[config.mk]
export PLATFORM = sky130hd
export DESIGN_NAME = circular_dma
export DESIGN_NICKNAME = d
export VERILOG_FILES = /design/src/dma_ctrl_pkg.sv /design/src/dma_axi_pkg.sv /design/src/circular_dma.sv /design/src/circular_dma_fsm.sv /design/src/axis_fifo.sv
export SDC_FILE = /design/constraint.sdc
export NUM_CORES = 2
export LEC_CHECK = 0
export BUFFER_PORTS_ARGS = -buffer_cell sky130_fd_sc_hd__buf_2
export CAP_MARGIN = 20
export CORE_ASPECT_RATIO = 1.75
export CORE_MARGIN = 5
export CORE_UTILIZATION = 55
export DETAILED_ROUTE_END_ITERATION = 12
export HOLD_SLACK_MARGIN = 0.03
export PLACE_DENSITY_LB_ADDON = 0.1
export SLEW_MARGIN = 30
export SYNTH_ARGS = -nofsm -noshare
export SYNTH_HDL_FRONTEND = slang
export SYNTH_HIERARCHICAL = 1
export SYNTH_MEMORY_MAX_BITS = 65536
export SYNTH_SLANG_ARGS = --single-unit
[constraint.sdc]
create_clock -name clk -period 9.3 [get_ports clk]
set_clock_uncertainty 0.2 [all_clocks]
set_input_delay 1.395 -clock clk [delete_from_list [all_inputs] [get_ports clk]]
set_output_delay 1.395 -clock clk [all_outputs]
set_load 0.05 [all_outputs]
[src/dma_ctrl_pkg.sv]
// Control types for the circular DMA.
// Configuration levels, reported status, interrupt bits and status codes.

package dma_ctrl_pkg;

	// configuration, held as levels.
	typedef struct packed {
		logic        enable;
		logic [2:0]  enable_irq;
		logic [31:0] mem_base;
		logic [31:0] mem_size;   // window size in bytes.
		logic [31:0] timeout;    // cycles.
		logic        flush;
	} dma_cfg_t;

	typedef struct packed {
		logic [2:0]  irq;
		logic [2:0]  status_flags;
		logic [31:0] bytes_written;
		logic [31:0] last_msg_end;
		logic        fifo_empty;
	} dma_status_t;

	// ==================================================
	// interrupt bit indices
	// ==================================================
	parameter int IRQ_DONE    = 0;
	parameter int IRQ_TIMEOUT = 1;
	parameter int IRQ_ERROR   = 2;

	// ==================================================
	// status flag codes
	// ==================================================
	parameter logic [2:0] ST_OK     = 3'b001;
	parameter logic [2:0] ST_SLVERR = 3'b010;
	parameter logic [2:0] ST_DECERR = 3'b100;

endpackage

[src/dma_axi_pkg.sv]
// AXI bus types for the circular DMA.
// Carries the stream beat and the write address, data and response channels.

package dma_axi_pkg;

	// ==================================================
	// bus widths
	// ==================================================
	parameter int AXI_ADDR_W = 32;
	parameter int AXI_DATA_W = 64;
	parameter int BEAT_BYTES = AXI_DATA_W / 8; // 8 bytes per beat.

	// ==================================================
	// channel payloads
	// ==================================================

	// one AXI-Stream beat.
	typedef struct packed {
		logic [AXI_DATA_W-1:0] data;
		logic                  last;
	} axis_beat_t;

	// write address channel.
	typedef struct packed {
		logic [AXI_ADDR_W-1:0] addr;
		logic [7:0]            len; // beats minus one.
	} axi_aw_t;

	// write data channel.
	typedef struct packed {
		logic [AXI_DATA_W-1:0] data;
		logic                  last;
	} axi_w_t;

	// write response channel.
	typedef struct packed {
		logic [1:0] resp;
	} axi_b_t;

endpackage
[src/circular_dma.sv]
// Circular stream-to-memory DMA, top level.
// Stream FIFO in front of the burst FSM that writes the memory window over AXI4.

`timescale 1ns/1ns

module circular_dma #(
	parameter int MAX_BURST  = 16,
	parameter int FIFO_DEPTH = 64  // power of two, at least MAX_BURST.
) (
	input  logic                       clk,
	input  logic                       rst_n,
	input  dma_axi_pkg::axis_beat_t    s_axis_beat,
	input  logic                       s_axis_valid,
	output logic                       s_axis_ready,
	input  dma_ctrl_pkg::dma_cfg_t     cfg,
	input  logic [2:0]                 clear_irq,
	output dma_ctrl_pkg::dma_status_t  status,
	output dma_axi_pkg::axi_aw_t       m_axi_aw,
	output logic                       m_axi_awvalid,
	input  logic                       m_axi_awready,
	output dma_axi_pkg::axi_w_t        m_axi_w,
	output logic                       m_axi_wvalid,
	input  logic                       m_axi_wready,
	input  dma_axi_pkg::axi_b_t        m_axi_b,
	input  logic                       m_axi_bvalid,
	output logic                       m_axi_bready
);
	import dma_axi_pkg::*;

	axis_beat_t                 head;
	logic                       pop;
	logic [$clog2(FIFO_DEPTH):0] occupancy;

	axis_fifo #(
		.FIFO_DEPTH (FIFO_DEPTH)
	) u_fifo (
		.clk       (clk),
		.rst_n     (rst_n),
		.in_beat   (s_axis_beat),
		.in_valid  (s_axis_valid),
		.in_ready  (s_axis_ready),
		.pop       (pop),
		.head      (head),
		.occupancy (occupancy)
	);

	circular_dma_fsm #(
		.MAX_BURST  (MAX_BURST),
		.FIFO_DEPTH (FIFO_DEPTH)
	) u_fsm (
		.clk       (clk),
		.rst_n     (rst_n),
		.cfg       (cfg),
		.clear_irq (clear_irq),
		.head      (head),
		.occupancy (occupancy),
		.pop       (pop),
		.status    (status),
		.aw        (m_axi_aw),
		.awvalid   (m_axi_awvalid),
		.awready   (m_axi_awready),
		.w         (m_axi_w),
		.wvalid    (m_axi_wvalid),
		.wready    (m_axi_wready),
		.b         (m_axi_b),
		.bvalid    (m_axi_bvalid),
		.bready    (m_axi_bready)
	);

endmodule

[src/circular_dma_fsm.sv]
// Burst scheduler and AXI write master of the circular DMA.
// Sizes bursts from FIFO occupancy, tracks the window and raises interrupts.

`timescale 1ns/1ns

module circular_dma_fsm #(
	parameter int MAX_BURST  = 16,
	parameter int FIFO_DEPTH = 64
) (
	input  logic                         clk,
	input  logic                         rst_n,
	input  dma_ctrl_pkg::dma_cfg_t       cfg,
	input  logic [2:0]                   clear_irq,
	input  dma_axi_pkg::axis_beat_t      head,
	input  logic [$clog2(FIFO_DEPTH):0]  occupancy,
	output logic                         pop,
	output dma_ctrl_pkg::dma_status_t    status,
	output dma_axi_pkg::axi_aw_t         aw,
	output logic                         awvalid,
	input  logic                         awready,
	output dma_axi_pkg::axi_w_t          w,
	output logic                         wvalid,
	input  logic                         wready,
	input  dma_axi_pkg::axi_b_t          b,
	input  logic                         bvalid,
	output logic                         bready
);
	import dma_axi_pkg::*;
	import dma_ctrl_pkg::*;

	localparam int OCC_W       = $clog2(FIFO_DEPTH) + 1;
	localparam int BURST_BYTES = MAX_BURST * BEAT_BYTES;

	typedef enum logic [1:0] {
		S_WAIT_ENABLE,
		S_WRITE_ADDR,
		S_DATA_BURST,
		S_WAIT_RESP
	} state_t;

	state_t      state;
	logic [2:0]  irq;
	logic [2:0]  status_flags;
	logic [31:0] bytes_written;
	logic [31:0] last_msg_end;
	logic [31:0] last_msg_end_b; // offset noted during the running burst.
	logic [31:0] mem_size_q;     // bytes_written value of the final burst.
	logic [31:0] timeout_cnt;
	logic        fifo_empty;
	logic [7:0]  beat_cnt;

	logic        head_valid;
	logic        full_ok;
	logic        run_start;
	logic        burst_go;
	logic [7:0]  next_len;
	logic        aw_fire;
	logic        w_fire;
	logic        b_fire;
	logic        b_ok;
	logic        tmo_clr;

	assign head_valid = (occupancy != '0);
	assign full_ok    = (occupancy >= OCC_W'(MAX_BURST));

	assign run_start = (state == S_WAIT_ENABLE) && cfg.enable && (irq == 3'd0)
		&& (cfg.mem_size >= BURST_BYTES) && !fifo_empty;

	// short burst only on flush with something queued.
	assign burst_go = (state == S_WRITE_ADDR) && !awvalid
		&& (full_ok || (cfg.flush && head_valid));
	assign next_len = full_ok ? 8'(MAX_BURST - 1) : 8'(occupancy) - 8'd1;

	assign aw_fire = awvalid & awready;
	assign w_fire  = wvalid & wready;
	assign b_fire  = bready & bvalid;
	assign b_ok    = ~b.resp[1]; // OKAY or EXOKAY.

	// ==================================================
	// W channel, streamed straight from the FIFO head
	// ==================================================
	always_comb begin
		w.data = head.data;
		w.last = (state == S_DATA_BURST) && (beat_cnt == aw.len);
		wvalid = (state == S_DATA_BURST) && head_valid;
	end

	assign pop = w_fire;

	// ==================================================
	// control state
	// ==================================================
	always_ff @(posedge clk) begin
		if (!rst_n) begin
			state         <= S_WAIT_ENABLE;
			irq           <= '0;
			status_flags  <= ST_OK;
			bytes_written <= '0;
			last_msg_end  <= '0;
			fifo_empty    <= 1'b0;
			beat_cnt      <= '0;
			awvalid       <= 1'b0;
			bready        <= 1'b0;
		end else begin
			irq <= irq & ~clear_irq & cfg.enable_irq; // masked sticky bits.

			case (state)
				S_WAIT_ENABLE: begin
					fifo_empty <= !head_valid;
					if (run_start) begin
						state         <= S_WRITE_ADDR;
						bytes_written <= '0;
						last_msg_end  <= '0;
						status_flags  <= ST_OK;
						beat_cnt      <= '0;
					end
				end

				S_WRITE_ADDR: begin
					if (burst_go) begin
						awvalid <= 1'b1;
					end else if (aw_fire) begin
						awvalid <= 1'b0;
						state   <= S_DATA_BURST;
					end
				end

				S_DATA_BURST: begin
					if (w_fire) begin
						beat_cnt <= beat_cnt + 8'd1;
						if (w.last) begin
							beat_cnt <= '0;
							bready   <= 1'b1;
							state    <= S_WAIT_RESP;
						end
					end
				end

				S_WAIT_RESP: begin
					if (b_fire) begin
						bready     <= 1'b0;
						fifo_empty <= !head_valid;
						if (b_ok) begin
							last_msg_end  <= last_msg_end_b;
							bytes_written <= bytes_written
								+ ({24'd0, aw.len} + 32'd1) * BEAT_BYTES;
							if ((bytes_written == mem_size_q) || (cfg.flush && !head_valid)) begin
								state          <= S_WAIT_ENABLE;
								irq[IRQ_DONE]  <= cfg.enable_irq[IRQ_DONE];
							end else begin
								state <= S_WRITE_ADDR;
								if (timeout_cnt >= cfg.timeout) begin
									irq[IRQ_TIMEOUT] <= cfg.enable_irq[IRQ_TIMEOUT];
								end
							end
						end else begin
							state           <= S_WAIT_ENABLE;
							irq[IRQ_ERROR]  <= cfg.enable_irq[IRQ_ERROR];
							status_flags    <= b.resp[0] ? ST_DECERR : ST_SLVERR;
						end
					end
				end

				default: state <= S_WAIT_ENABLE;
			endcase
		end
	end

	// ==================================================
	// address, length and window payload
	// ==================================================
	always_ff @(posedge clk) begin
		if (run_start) begin
			aw.addr        <= cfg.mem_base;
			mem_size_q     <= cfg.mem_size - BURST_BYTES;
			last_msg_end_b <= '0;
		end
		if (burst_go) begin
			aw.len <= next_len;
		end
		if (aw_fire) begin
			aw.addr <= aw.addr + AXI_ADDR_W'(BURST_BYTES); // full step, even when short.
		end
		if (w_fire && head.last) begin
			last_msg_end_b <= bytes_written + ({24'd0, beat_cnt} + 32'd1) * BEAT_BYTES;
		end
	end

	// saturating cycle counter.
	assign tmo_clr = run_start | (b_fire & b_ok) | irq[IRQ_TIMEOUT];

	always_ff @(posedge clk) begin
		if (!rst_n) begin
			timeout_cnt <= '0;
		end else if (tmo_clr) begin
			timeout_cnt <= '0;
		end else if (!(&timeout_cnt)) begin
			timeout_cnt <= timeout_cnt + 32'd1;
		end
	end

	always_comb begin
		status.irq           = irq;
		status.status_flags  = status_flags;
		status.bytes_written = bytes_written;
		status.last_msg_end  = last_msg_end;
		status.fifo_empty    = fifo_empty;
	end

endmodule

[src/axis_fifo.sv]
// Stream FIFO for the circular DMA.
// Keeps data and tlast together, shows the head beat with no read latency.

`timescale 1ns/1ns

module axis_fifo #(
	parameter int FIFO_DEPTH = 64
) (
	input  logic                         clk,
	input  logic                         rst_n,
	input  dma_axi_pkg::axis_beat_t      in_beat,
	input  logic                         in_valid,
	output logic                         in_ready,
	input  logic                         pop,
	output dma_axi_pkg::axis_beat_t      head,
	output logic [$clog2(FIFO_DEPTH):0]  occupancy
);
	import dma_axi_pkg::*;

	localparam int PTR_W = $clog2(FIFO_DEPTH);
	localparam int OCC_W = PTR_W + 1;

	axis_beat_t mem [FIFO_DEPTH];

	logic [PTR_W-1:0] wr_ptr;
	logic [PTR_W-1:0] rd_ptr;
	logic             push;
	logic             do_pop;

	assign in_ready = (occupancy != OCC_W'(FIFO_DEPTH)); // low only when full.
	assign push     = in_valid & in_ready;
	assign do_pop   = pop & (occupancy != '0);

	assign head = mem[rd_ptr]; // head is live while occupancy is nonzero.

	// ==================================================
	// storage
	// ==================================================
	always_ff @(posedge clk) begin
		if (push) begin
			mem[wr_ptr] <= in_beat;
		end
	end

	// ==================================================
	// pointers and occupancy
	// ==================================================
	always_ff @(posedge clk) begin
		if (!rst_n) begin
			wr_ptr    <= '0;
			rd_ptr    <= '0;
			occupancy <= '0;
		end else begin
			if (push) begin
				wr_ptr <= wr_ptr + 1'b1; // wraps, depth is a power of two.
			end
			if (do_pop) begin
				rd_ptr <= rd_ptr + 1'b1;
			end

			// push and pop together leave the count alone.
			case ({push, do_pop})
				2'b10:   occupancy <= occupancy + 1'b1;
				2'b01:   occupancy <= occupancy - 1'b1;
				default: occupancy <= occupancy;
			endcase
		end
	end

endmodule

==> qor.yml <==
dieArea_um2: 322000
portBuffers: 350
drive_above_1_share_pct: 26.0
synthCells: 8041
fp.coreArea_um2: 309000
hold_ws_ps: 249
first_pass_iters: 9
seqPwrFrac_pct: 55.5
worstMarginPinSlew_ps: 1080
switchingPower_mw: 8.42
io_pins: 357
clk_pin_slew_ps: 70
use_met2_pct: 54.7
critPathCaptureType: "output port"
hpwl_mm: 277
cp.required_ps: 7710
leakagePower_nw: 58.2
grt_overflow_total: 0
grt_max_degree: 108
start_util_pct: 55.2
yosysSeqAreaShare_pct: 76.6
wire_per_inst_um: 37.9
fin_tns_setup_ps: 0
swShare_pct: 21.3
start_kind: "flop"
p_int_mw: 31.2
clockPowerShare_pct: 40.4
fin_crit_sh_pct: 74.5
slew_headroom_pct: 28.1
ys_ff_latch: 4395
via_per_inst: 6.76
rsz0062_at_grt: "false"
synth-main-ff-cell: "edfxtp_1"
status: "complete, no violations"
hold_path.class: "flop to flop"
grt_pass1_vias: 89400
fmax_mhz: 144
setup_viol: 0
crit_arrival_ps: 5330
holdBufCountCts: 0
h-tree-depth: 5
cts_resized: 0
track_usage_pct: 30.4
grt_pass1_wl_mm: 686
cp_max_fo: 86
synth_warnings: 6
postCtsSetupBuffers: 0
synth_edf_count: 4261
power_mw: 39.6
area_growth_pct: 11.8
vdd_drop_max_v: 0.000210
yosys.cell_types.count: 73
wl_mm: 490
via_count: 87400
use_met1_pct: 36.0
r2r_setup_slack_ps: 4380
syn_avg_cell_area_um2: 21.2
nets: 8776
hold_violations: 0
netlist_area_um2: 171000
place.gp.congestion: 0.872
drv_slew: 0
comb_power_share_pct: 4.0
fp.dieH_um: 747
ant_nets: 0
drc: 0
cts_buffers: 387
insertion_delay_ps: 940
r2r_cells: 10
p_per_area_nw_per_um2: 208
antenna_found_initial: 33
clk_path_buf_depth: 4
endpoint: "m_axi_w[37]"
maxCapViolations: 0
first_iter_violations: 9969
busiest_layer: "met2"
row_count: 270
period_minus_slack_ps: 6920
grtUsageMet3_pct: 4.76
root_buffer: "clkbuf_16"
worst_r2r_endpoint: "u_fsm/last_msg_end_b[23]$_SDFFCE_PN0P_"
fillers: 21400
cts_tree: "built"
critical_path_class: "flop to output port"
cts_sinks: 4395
synthArstFlopShare_pct: 0
fp.dieW_um: 431
==> registers in the layout, indices dropped and copies added, names as in the netlist, named ones only <==
name                  cells
u_fsm/state               2
u_fsm/last_msg_end       29
u_fsm/irq                 3
u_fsm/fifo_empty          1
u_fsm/bready              1
u_fsm/bytes_written      29
u_fsm/aw                 40
u_fsm/beat_cnt            8
u_fifo/occupancy          7
u_fsm/awvalid             1
u_fifo/rd_ptr             6
u_fsm/status_flags        3
u_fsm/timeout_cnt        32
u_fsm/last_msg_end_b     29
u_fifo/wr_ptr             6
u_fifo/mem             4160
u_fsm/mem_size_q         32
==> logic make-up after synthesis <==
| group | after synthesis | share of synthesized area, % |
|---|---|---|
| adders and majority gates | 67 | 0.500 |
| muxes | 1190 | 14.6 |
| xor gates and xnor gates | 162 | 0.832 |
| other | 1 | 0.00220 |
| and+or+nand+nor | 739 | 2.15 |
| buffers and inverters | 583 | 1.75 |
| AOI/OAI and AO/OA | 904 | 3.58 |
| DFF | 4395 | 76.6 |
==> synthesized netlist by cell type, types with 65 or more instances <==
master    number  area [µm²]
o21ai_0       80         400
a22o_1        75         657
nor2_1       212         796
clkbuf_1     215         807
buf_2        119         596
nand3_1       84         420
edfxtp_1    4261      128000
mux4_2      1037       23400
o221ai_1      91         797
a21oi_1      295        1480
xnor2_1       88         771
inv_1         67         251
ha_1          65         813
xor2_1        74         648
a221oi_1     136        1190
o22ai_1       91         569
nand2_1      169         634
buf_4        123         923
dfxtp_1      134        2680
mux2i_1      151        1510
==> area by class of cell <==
type / instances / area, µm² / area share, %
Antenna cell: 13 / 32.5 / 0.0171
Clock buffer: 467 / 10100 / 5.30
Clock inverter: 230 / 2260 / 1.18
Inverter: 68 / 260 / 0.136
Multi-Input combinational cell: 3068 / 37600 / 19.7
Sequential cell: 4395 / 131000 / 68.5
Tap cell: 4080 / 5100 / 2.68
Timing Repair Buffer: 612 / 4760 / 2.49
==> cell usage in the layout, fill, tap and decap left out, types with 65 or more instances in the layout <==
master and instances:
inv_1 67, clkinv_1 95, a22o_1 75, dfxtp_1 129
a21oi_1 293, buf_4 251, ha_1 65, edfxtp_1 4261
mux2i_1 151, nor2_1 146, mux4_2 1037, xnor2_1 88
clkbuf_16 390, o22ai_1 91, nand3_1 83, nor2_4 66
a221oi_1 133, buf_2 293, nand2_1 166, xor2_1 74
o21ai_0 79, o221ai_1 91, clkbuf_1 71
==> power groups by stage <==
stage          Sequential (mW)  Combinational, mW  Clock [mW]
6_report                  22.0               1.60        16.0
5_1_grt                   22.0               1.70        17.0
4_1_cts                   22.0               1.60        16.2
3_5_place_dp              22.4               1.60           0
3_3_place_gp              22.4               1.55           0
2_1_floorplan             22.5              0.836           0
==> routing by layer <==
layer  part of all wire [%]  vias to the layer above
met5                  0.026                        -
met4                    5.6                       16
met2                     53                     4530
met3                    7.9                     1197
met1                     33                    47000
li1                       -                    34700
==> critical path, cell delays in order (launching register included) <==
cell and delay [ps]:
dfxtp_4 630, buf_12 550, inv_1 350, nor2_4 590, buf_12 550, a22o_1 240, a21oi_1 50, a221oi_1 690
buf_4 280, buf_2 270
==> metrics by stage <==
step                util (%)  setup slack (ps)  area [µm²]  instances
detailed placement      57.7              3350      178000      12200
finish                  61.8              2380      191000      12900
floorplan                  -              3560      171000       8046
global route            61.8              2270      191000      12900
global placement        57.4              3090      177000      12200
CTS                     61.7              2330      190000      12900
==> how the worst min path moves through the flow <==
| stage | endpoint | cells after the start | startpoint |
|---|---|---|---|
| final | u_fsm/last_msg_end[25]$_SDFFE_PN0P_ | 2 | u_fsm/last_msg_end[25]$_SDFFE_PN0P_ |
| after global routing | u_fsm/last_msg_end[6]$_SDFFE_PN0P_ | 2 | u_fsm/last_msg_end[6]$_SDFFE_PN0P_ |
| after CTS | u_fsm/last_msg_end[25]$_SDFFE_PN0P_ | 2 | u_fsm/last_msg_end[25]$_SDFFE_PN0P_ |
| after detailed placement | u_fsm/last_msg_end[21]$_SDFFE_PN0P_ | 2 | u_fsm/last_msg_end[21]$_SDFFE_PN0P_ |
| after global placement | u_fsm/last_msg_end[13]$_SDFFE_PN0P_ | 2 | u_fsm/last_msg_end[13]$_SDFFE_PN0P_ |
| after floorplan | u_fsm/beat_cnt[1]$_SDFFE_PN0P_ | 2 | u_fsm/beat_cnt[1]$_SDFFE_PN0P_ |
Power figures use the tool's default switching activity.
